`src/design/lspExpand_defines.svh`:
```
`ifndef LSPEXPAND_DEFINES_SVH
`define LSPEXPAND_DEFINES_SVH

//////////////////////////////////////////////////
// Buffer placement in scratch memory
//////////////////////////////////////////////////

// Address of coefficient 0
`define LSP_BASE 64

// Coefficients per buffer
`define LSP_NC 5

//////////////////////////////////////////////////
// Scratch memory geometry
//////////////////////////////////////////////////

`define MEM_AW 11
`define MEM_DW 32

`endif

```
`src/design/lspExpandPkg.sv`:
```
`include "lspExpand_defines.svh"

package lspExpandPkg;

	//////////////////////////////////////////////////
	// Data types
	//////////////////////////////////////////////////

	// Q15 fractional sample
	typedef logic signed [15:0] word16;

	// Scratch memory address
	typedef logic [`MEM_AW-1:0] memAddr;

	// Scratch memory word, coefficients sign extended
	typedef logic [`MEM_DW-1:0] memData;

	//////////////////////////////////////////////////
	// Controller states
	//////////////////////////////////////////////////

	typedef enum logic [2:0]
	{
		idle,
		readLow,
		readHigh,
		capture,
		compute,
		writeLow,
		writeHigh,
		finish
	} expandState;

endpackage

```
`src/design/lspBasicOps.sv`:
```
`timescale 1ns/1ps

module lspBasicOps
	import lspExpandPkg::*;
(
	input  word16      addA,
	input  word16      addB,
	input  word16      subA,
	input  word16      subB,
	input  word16      shrVal,
	input  logic [3:0] shrAmt,
	output word16      sum,
	output word16      diff,
	output word16      shifted
);

	//////////////////////////////////////////////////
	// Saturating add
	//////////////////////////////////////////////////

	logic signed [16:0] wideSum;
	logic signed [16:0] wideDiff;

	always_comb
	begin
		// One guard bit catches overflow
		wideSum = {addA[15], addA} + {addB[15], addB};
		if (wideSum[16] != wideSum[15])
			// Sign of the wide result picks the rail
			sum = wideSum[16] ? 16'sh8000 : 16'sh7fff;
		else
			sum = wideSum[15:0];
	end

	//////////////////////////////////////////////////
	// Saturating subtract
	//////////////////////////////////////////////////

	always_comb
	begin
		wideDiff = {subA[15], subA} - {subB[15], subB};
		if (wideDiff[16] != wideDiff[15])
			diff = wideDiff[16] ? 16'sh8000 : 16'sh7fff;
		else
			diff = wideDiff[15:0];
	end

	//////////////////////////////////////////////////
	// Arithmetic shift right
	//////////////////////////////////////////////////

	// Sign fills from the left, never overflows
	assign shifted = shrVal >>> shrAmt;

endmodule

```
`config.mk`:
```
export PLATFORM = sky130hd
export DESIGN_NAME = lspBasicOps
export DESIGN_NICKNAME = d
export VERILOG_FILES = /design/src/design/lspExpandPkg.sv /design/src/design/lspBasicOps.sv
export VERILOG_INCLUDE_DIRS = /design/src /design/src/design
export SDC_FILE = /design/constraint.sdc
export NUM_CORES = 1
export LEC_CHECK = 0
export BUFFER_PORTS_ARGS = -buffer_cell sky130_fd_sc_hd__buf_4
export CAP_MARGIN = 20
export CORE_MARGIN = 2
export CORE_UTILIZATION = 49
export DETAILED_ROUTE_END_ITERATION = 6
export GPL_ROUTABILITY_DRIVEN = 0
export PLACE_DENSITY = 0.95
export SLEW_MARGIN = 10
export SYNTH_ARGS = -nofsm -noshare
export SYNTH_HDL_FRONTEND = slang
export SYNTH_SLANG_ARGS = --single-unit
```
`constraint.sdc`:
```
create_clock -name vclk -period 3.8
set_input_delay 0.19 -clock vclk [all_inputs]
set_output_delay 0.19 -clock vclk [all_outputs]
set_load 0.02 [all_outputs]
```
==> flow_summary.toml <==
[detailed_routing]
ant_nets = 0
detail_route.first_pass.iterations = 5
drc_errors = 0
drt-total-wl_mm = 8.46
drt_iter0_markers = 214
wl_per_cell_um = 14.2
viasPerCell = 5.86
vias = 3495

[global_route]
grt_usage = 0.256
overflow = 0
grt_pass1_wl_mm = 13.7
grt_max_degree = 21
grt_pass1_vias = 3201
antenna_found_initial = 0

[synthesis]
yosysWarnings = 0
yosysTopAreaCellShare = 0.144
synth_xor_area_frac = 0.0757
syn_area_per_cell_um2 = 6.71
yosysTopAreaCell = "ha_1"
syn_nets = 532
syn_area_um2 = 2780
yosysSeqAreaShare = 0
synth-compound-area-share = 0.335
synth_top_family_by_area = "compound AO/OA/AOI/OAI gates"
synthSimpleGateAreaFrac = 0.190
synthCells = 414
synthMuxAreaShare = 0.117
synth.distinct_cells = 56
synth.area.top_cells = "ha_1 (14%), a21oi_1 (11%), mux2i_1 (6.8%)"
synth_fa_ha_area_frac = 0.205

[placed_design]
hpwl_mm = 7.10
io_buffers = 132

[finish]
final_nets = 644
area_growth_pct = 35.3
final_util = 0.682
fill_cells = 441
seq_cells = 0
regArea_um2 = 0
layout-drive-gt1-share = 0.288
antenna_cells = 0
num-clock-buffers = 0

[outcome]
outcome = "finished, final reports clean"

[timing]
slew_headroom = 0.549
tightest_slew_ns = 0.674
hold_viol = 0
period_needed_ns = 3.30
rsz0062_at_grt = "false"
final.period_utilization = 0.868
max_freq_mhz = 303
finalSetupViolCount = 0
setup_tns_ns = 0
drv_slew = 0

[power_and_ir_drop]
p_total_mw = 0.951
p_sw_mw = 0.536
power_frac_comb = 1.000
switching_share = 0.563
clkPwrFrac = 0
power_density_nw_per_um2 = 253
ir_drop_mv = 0.255
p_seq_frac = 0
leakagePower_nw = 1.82
p_int_mw = 0.415

[worst_setup_path]
worstSetupPathType = "primary input to output port"
worstPathMaxFanout = 12
cp_slowest_stage_delay_ns = 0.45
crit_chain = "buf_4, inv_1, ha_1, inv_1, fa_1, a211oi_1, o21bai_1, o211ai_1, o31ai_2, a2111oi_2, a21oi_2, nor2_2, o21ai_0, buf_4"
arrival_ns = 3.11
cpMaxStageDelayCell = "a2111oi_2"
start_kind = "primary input"
required_ns = 3.61
endpoint_kind = "output port"

[die]
coreArea_um2 = 5510
die-area_um2 = 6290
rows = 27
top_level_ports = 132
die_x_um = 79.3
die_y_um = 79.3
initial_utilization = 0.504

[min_path]
whs_endpoint = "shifted[15]"
hold_depth = 2
hold_path_class = "primary input to output port"
hold_path.startpoint = "shrVal[15]"

[clock_network]
cts_resized = 0
postCtsHoldBufs = 0
post-cts-setup-buffer-count = 0

[job]
maxCapViolCount = 0
[synth_stat cells, drive strengths merged (2+ instances only)]
cell type,number
buf,9
nor2,40
nand3,6
o31ai,2
o21ai,35
o21a,3
nor2b,5
xnor2,13
o32a,3
clkinv,2
o211ai,3
mux2i,19
mux4,3
inv,28
and2,2
xor2,11
a311oi,2
nand2,37
a21oi,64
ha,32
a31oi,7
a21o,10
o41ai,2
fa,2
a211oi,10
nand2b,5
nand4,3
nor3,5
o22a,2
nand3b,2
mux2,6
clkbuf,13
o21bai,3
maj3,13
[placed cells by master, fill, tap and decap left out, types with 3 or more instances in the layout]
| master | n |
|---|---|
| o211ai_1 | 3 |
| nand2b_1 | 5 |
| a31oi_1 | 6 |
| a21o_1 | 10 |
| mux4_2 | 3 |
| nand4_1 | 3 |
| inv_1 | 27 |
| xnor2_1 | 13 |
| mux2i_1 | 19 |
| nand3_1 | 6 |
| ha_1 | 32 |
| maj3_1 | 13 |
| a21oi_1 | 63 |
| mux2_2 | 6 |
| nor3_1 | 5 |
| nand2_1 | 36 |
| nor2_1 | 38 |
| a211oi_1 | 10 |
| o21a_1 | 3 |
| buf_4 | 132 |
| o21bai_1 | 3 |
| nor2b_1 | 5 |
| xor2_1 | 11 |
| o21ai_0 | 34 |
[worst max-delay path, delay by kind of cell]
family	cells	cell delay, ns
fa+ha+maj	2	0.57
compound gates	7	1.54
simple gates	1	0.40
buf+inv	4	0.40
[cell type report]
class                      count  area [um2]  share of cell area
inverter                      30         113              0.0300
multi-input combinational    362        2560               0.682
tap                           72        90.1              0.0240
timing repair buffer         132         991               0.264
[how the worst max path moves through the flow]
| stage | start | endpoint | cells after the start |
|---|---|---|---|
| 3_5_place_dp | subA[0] | diff[4] | 14 |
| 4_1_cts | subA[0] | diff[4] | 14 |
| 2_1_floorplan | subA[0] | diff[4] | 13 |
| 3_3_place_gp | subA[0] | diff[4] | 14 |
| 6_report | subA[0] | diff[4] | 14 |
| 5_1_grt | subA[0] | diff[4] | 14 |
[power groups by stage]
| stage | Combinational (mW) | Clock, mW | Sequential (mW) |
|---|---|---|---|
| global placement | 0.906 | 0 | 0 |
| detailed placement | 0.939 | 0 | 0 |
| finish | 0.951 | 0 | 0 |
| CTS | 0.942 | 0 | 0 |
| global route | 1.03 | 0 | 0 |
| floorplan | 0.615 | 0 | 0 |
[layer usage]
layer	vias up	track usage	routed length [um]
met1	1570	0.312	3370
met2	166	0.486	4320
li1	1737	-	-
met3	22	0.0170	597
met4	0	0.0586	165
met5	-	0	0
[kinds of logic (layout without fill, tap and decap cells)]
family                     Yosys count  count (layout)
AOI/OAI and AO/OA                  151             151
and+or+nand+nor                    112             112
buffers and inverters               52             162
adders and majority gates           47              47
muxes                               28              28
xor gates and xnor gates            24              24
[metrics by stage]
stage	setup WS, ns	instances	area [um2]	hold WS (ns)
3_5_place_dp	0.550	596	3760	0.665
3_3_place_gp	0.729	596	3760	0.662
5_1_grt	0.289	596	3760	0.687
6_report	0.502	596	3760	0.667
4_1_cts	0.540	596	3760	0.666
2_1_floorplan	1.14	414	2780	0.493
Power figures use the tool's default switching activity.
