==> config.mk <==
export PLATFORM = sky130hd
export DESIGN_NAME = lspExpandFsm
export DESIGN_NICKNAME = d
export VERILOG_FILES = /design/src/design/lspExpandPkg.sv /design/src/design/lspExpandFsm.sv
export VERILOG_INCLUDE_DIRS = /design/src /design/src/design
export SDC_FILE = /design/constraint.sdc
export NUM_CORES = 1
export LEC_CHECK = 0
export ABC_AREA = 1
export BUFFER_PORTS_ARGS = -buffer_cell sky130_fd_sc_hd__buf_2
export CORE_UTILIZATION = 43
export DETAILED_ROUTE_END_ITERATION = 6
export GPL_TIMING_DRIVEN = 0
export PLACE_DENSITY = 0.85
export RECOVER_POWER = 50
export SYNTH_ARGS = -nofsm -noshare
export SYNTH_HDL_FRONTEND = slang
export SYNTH_SLANG_ARGS = --single-unit
==> constraint.sdc <==
create_clock -name clk -period 3.2 [get_ports clk]
set_input_delay 0.64 -clock clk [delete_from_list [all_inputs] [get_ports clk]]
set_output_delay 0.64 -clock clk [all_outputs]
set_load 0.1 [all_outputs]
==> src/design/lspExpand_defines.svh <==
`ifndef LSPEXPAND_DEFINES_SVH
`define LSPEXPAND_DEFINES_SVH

//////////////////////////////////////////////////
// Buffer placement in scratch memory
//////////////////////////////////////////////////

// Address of coefficient 0
`define LSP_BASE 64

// Coefficients per buffer
`define LSP_NC 5

//////////////////////////////////////////////////
// Scratch memory geometry
//////////////////////////////////////////////////

`define MEM_AW 11
`define MEM_DW 32

`endif

==> src/design/lspExpandPkg.sv <==
`include "lspExpand_defines.svh"

package lspExpandPkg;

	//////////////////////////////////////////////////
	// Data types
	//////////////////////////////////////////////////

	// Q15 fractional sample
	typedef logic signed [15:0] word16;

	// Scratch memory address
	typedef logic [`MEM_AW-1:0] memAddr;

	// Scratch memory word, coefficients sign extended
	typedef logic [`MEM_DW-1:0] memData;

	//////////////////////////////////////////////////
	// Controller states
	//////////////////////////////////////////////////

	typedef enum logic [2:0]
	{
		idle,
		readLow,
		readHigh,
		capture,
		compute,
		writeLow,
		writeHigh,
		finish
	} expandState;

endpackage

==> src/design/lspExpandFsm.sv <==
`timescale 1ns/1ps

`include "lspExpand_defines.svh"

module lspExpandFsm
	import lspExpandPkg::*;
(
	input  logic       clk,
	input  logic       arstN,
	input  logic       start,
	input  word16      gap,
	input  memData     readData,
	input  word16      sum,
	input  word16      diff,
	input  word16      shifted,
	output word16      addA,
	output word16      addB,
	output word16      subA,
	output word16      subB,
	output word16      shrVal,
	output logic [3:0] shrAmt,
	output memAddr     readAddr,
	output memAddr     writeAddr,
	output memData     writeData,
	output logic       writeEn,
	output logic       done
);

	expandState state;

	// Upper index j of the current pair
	logic [2:0] pairIdx;

	// Pair words and working values
	word16 lowWord;
	word16 highWord;
	word16 tmp;
	word16 gapReg;

	logic lastPair;

	assign lastPair = (pairIdx == `LSP_NC - 1);

	//////////////////////////////////////////////////
	// State and pair index
	//////////////////////////////////////////////////

	always_ff @(posedge clk or negedge arstN)
	begin
		if (!arstN)
		begin
			state   <= idle;
			pairIdx <= 3'd1;
		end
		else
		begin
			case (state)
				idle:
				begin
					// Start only counts while idle
					if (start)
					begin
						state   <= readLow;
						pairIdx <= 3'd1;
					end
				end
				readLow:   state <= readHigh;
				readHigh:  state <= capture;
				capture:   state <= compute;
				compute:
				begin
					// Positive tmp means the pair is too close
					if (shifted > 0)
						state <= writeLow;
					else if (lastPair)
						state <= finish;
					else
					begin
						state   <= readLow;
						pairIdx <= pairIdx + 3'd1;
					end
				end
				writeLow:  state <= writeHigh;
				writeHigh:
				begin
					if (lastPair)
						state <= finish;
					else
					begin
						state   <= readLow;
						pairIdx <= pairIdx + 3'd1;
					end
				end
				default:   state <= idle;
			endcase
		end
	end

	//////////////////////////////////////////////////
	// Payload registers
	//////////////////////////////////////////////////

	always_ff @(posedge clk)
	begin
		if (state == idle && start)
			gapReg <= gap;
		// Word j-1 arrives one cycle after its address
		if (state == readHigh)
			lowWord <= readData[15:0];
		if (state == capture)
			highWord <= readData[15:0];
		// Half of diff plus gap
		if (state == compute)
			tmp <= shifted;
	end

	//////////////////////////////////////////////////
	// Arithmetic operand select
	//////////////////////////////////////////////////

	always_comb
	begin
		// Compute step chain by default
		subA   = lowWord;
		subB   = highWord;
		addA   = diff;
		addB   = gapReg;
		shrVal = sum;
		shrAmt = 4'd1;
		case (state)
			writeLow:  subB = tmp;
			writeHigh:
			begin
				addA = highWord;
				addB = tmp;
			end
			default: ;
		endcase
	end

	//////////////////////////////////////////////////
	// Memory side
	//////////////////////////////////////////////////

	// Word j-1 on readLow, word j otherwise
	assign readAddr = (state == readLow) ? memAddr'(`LSP_BASE + pairIdx - 1)
	                                     : memAddr'(`LSP_BASE + pairIdx);

	// Lower word moves down, upper word moves up
	assign writeAddr = (state == writeLow) ? memAddr'(`LSP_BASE + pairIdx - 1)
	                                       : memAddr'(`LSP_BASE + pairIdx);
	assign writeData = (state == writeLow) ? {{(`MEM_DW-16){diff[15]}}, diff}
	                                       : {{(`MEM_DW-16){sum[15]}}, sum};

	assign writeEn = (state == writeLow) || (state == writeHigh);

	// Single cycle pulse
	assign done = (state == finish);

endmodule

==> results.cfg <==
[run_status]
run_status = complete, but fails checks
failed_checks = capacitance limit

[synth]
async_flop_share_pct = 8.57
ys_seq_area_share_pct = 56.2
synth_cell_types = 26
synth_ff_type = edfxtp_1
netlist_instances = 382
synth-edff-count = 64
yosysWarnings = 0
syn_area_mm2 = 0.00369
synth.ff_latch_count = 70
avgSynthCellArea_um2 = 9.66

[timing]
period_needed_ns = 3.05
timing.hold.ws_ns = 0.182
setup_viol = 0
hold_viol = 0
slew_viol_final = 0
slew_headroom_pct = 1.44
rsz0062_at_grt = false
period_share_pct = 95.4
finalClockSkew_ns = 0.00556
fmax_ghz = 0.327
tightest_slew_ns = 1.47

[grt]
grt_pass1_vias = 3302
track_usage_pct = 25.3
antenna_found_initial = 1
grt_pass1_wl_um = 16500
overflow = 0
grt_max_degree = 19

[die]
std_cell_rows = 33
fp.dieW_um = 94.6
dieArea_mm2 = 0.00895
core_area_mm2 = 0.00826
fp.dieH_um = 94.6
num_io_pins = 239
initial_utilization_pct = 44.7

[setup_path]
crit_type = reg -> out
end_kind = output pin
start_kind = flip-flop
crit_arrival_ns = 2.41
cp_max_fo = 10
cp.required_ns = 2.56

[drt]
wl_per_cell_um = 15.9
vias_per_cell = 4.85
dr.pass1.iters = 5
wl_um = 11500
vias = 3529
first_iter_violations = 106
ant_nets = 0
drc_errors = 0

[clock_tree]
clock_latency_ns = 0.33
cts.htree.levels = 3
clk_pin_slew_ns = 0.07
cts.path.max_buffers = 2
cts_num_sinks = 70
ctsHoldBuffers = 0
cts_tree = yes
clockRootBuffer = clkbuf_8
cts_buffers = 9

[cells_and_area]
area_growth_pct = 38.0
final_core_util_pct = 61.6
drive_above_1_share_pct = 41.6
final_nets = 720

[run]
max_cap_viol_count = 1

[hold_path]
hp-class = in -> async

[placed_design]
dp_hpwl_um = 9110
gp_congestion = 0.861
io_buffers = 210
## cell families (layout without fill, tap and decap cells)
logic type	Yosys count	after routing	share of synthesized area, %
simple gates	128	128	14.2
buf+inv	105	335	16.5
compound gates	71	71	11.1
flops	70	70	56.2
fa+ha+maj	4	4	1.36
other cells	2	13	0.204
xor+xnor	2	2	0.475
## final timing paths
path,startpoint,to,slack (ns),cells after the start
worst min register to register,pairIdx[0],pairIdx[0],0.52,2
max in group asynchronous,arstN,pairIdx[0],2.72,1
worst max register to register,state[2],subA[7],0.93,4
worst min-delay path,arstN,state[0],0.18,1
worst max-delay path,state[0],addB[10],0.15,7
min in group clk,gap[3],gapReg[3],0.47,1
## critical path: stages, from the launching register on
cell	delay (ns)
dfrtp_1	0.46
inv_2	0.16
nand2_1	0.18
nor2_4	0.22
inv_1	0.17
buf_2	0.22
o21ai_0	0.20
buf_2	0.46
## cell usage after synthesis, types with 2 or more instances
library cell	number	area [um2]
nand2_1	93	349
edfxtp_1	64	1920
buf_4	46	345
inv_1	44	165
o21ai_0	37	185
nor2_1	22	82.6
o21ai_1	17	85.1
o21ai_2	14	123
nand3_1	6	30.0
buf_6	5	56.3
dfrtp_1	5	125
buf_2	4	20.0
clkbuf_1	4	15.0
ha_1	4	50.1
a21oi_1	3	15.0
conb_1	2	7.51
inv_2	2	7.51
xor2_1	2	17.5
## placed cells by master, fill, tap and decap left out, types with 2 or more instances in the layout
master    netlist  layout
nand2_1        93      92
clkbuf_4        0       3
clkinv_2        0       3
ha_1            4       4
conb_1          2      12
buf_2           4     157
dfrtp_1         5       5
inv_1          44      44
o21ai_2        14      14
clkbuf_8        0       9
inv_2           2       2
nor2_2          0       4
nand3_1         6       6
clkbuf_2        0       3
o21ai_1        17      36
nor2_1         22      18
xor2_1          2       2
o21ai_0        37      18
buf_4          46      49
buf_6           5       5
a21oi_1         3       3
clkbuf_1        4      56
edfxtp_1       64      64
## metrics by stage
stage,TNS (ns),setup WS (ns),std cells,cell area [um2]
floorplan,-10.19,-0.633,392,3730
global placement,-4.89,-0.307,707,4920
detailed placement,0,0.172,709,4950
CTS,0,0.0412,727,5160
global route,0,0.0227,727,5090
finish,0,0.146,728,5090
## routing by layer
layer | vias up | GRT usage [%] | routed length [um]
met2 | 211 | 46.6 | 6060
li1 | 1663 | - | -
met5 | - | 0 | 0
met1 | 1633 | 29.2 | 4300
met3 | 22 | 5.64 | 1030
met4 | 0 | 7.58 | 168
## sequential cells by signal (all words and copies together), names as in the netlist
register,flops
subA,16
highWord,16
state,3
pairIdx,3
tmp,16
gapReg,16
## what timing repair did
| item | CTS | global route |
|---|---|---|
| buffers inserted | 2 | 0 |
| resized for setup | 3 | 4 |
| hold endpoints to repair | 0 | 0 |
| pin swaps | 1 | 0 |
| endpoints found under the setup margin | 20 | 20 |
## final cells by class
class,count,area [um2]
antenna,1,2.50
buffer,59,440
fill,720,3170
sequential,70,2070
multi-input combinational,217,1060
clock buffer,9,124
timing repair buffer,214,1020
clock inverter,7,65.1
inverter,46,173
tap,105,131
Power is not shown: default switching activity piles up to over one toggle a cycle in this logic, so the estimate is an artifact.
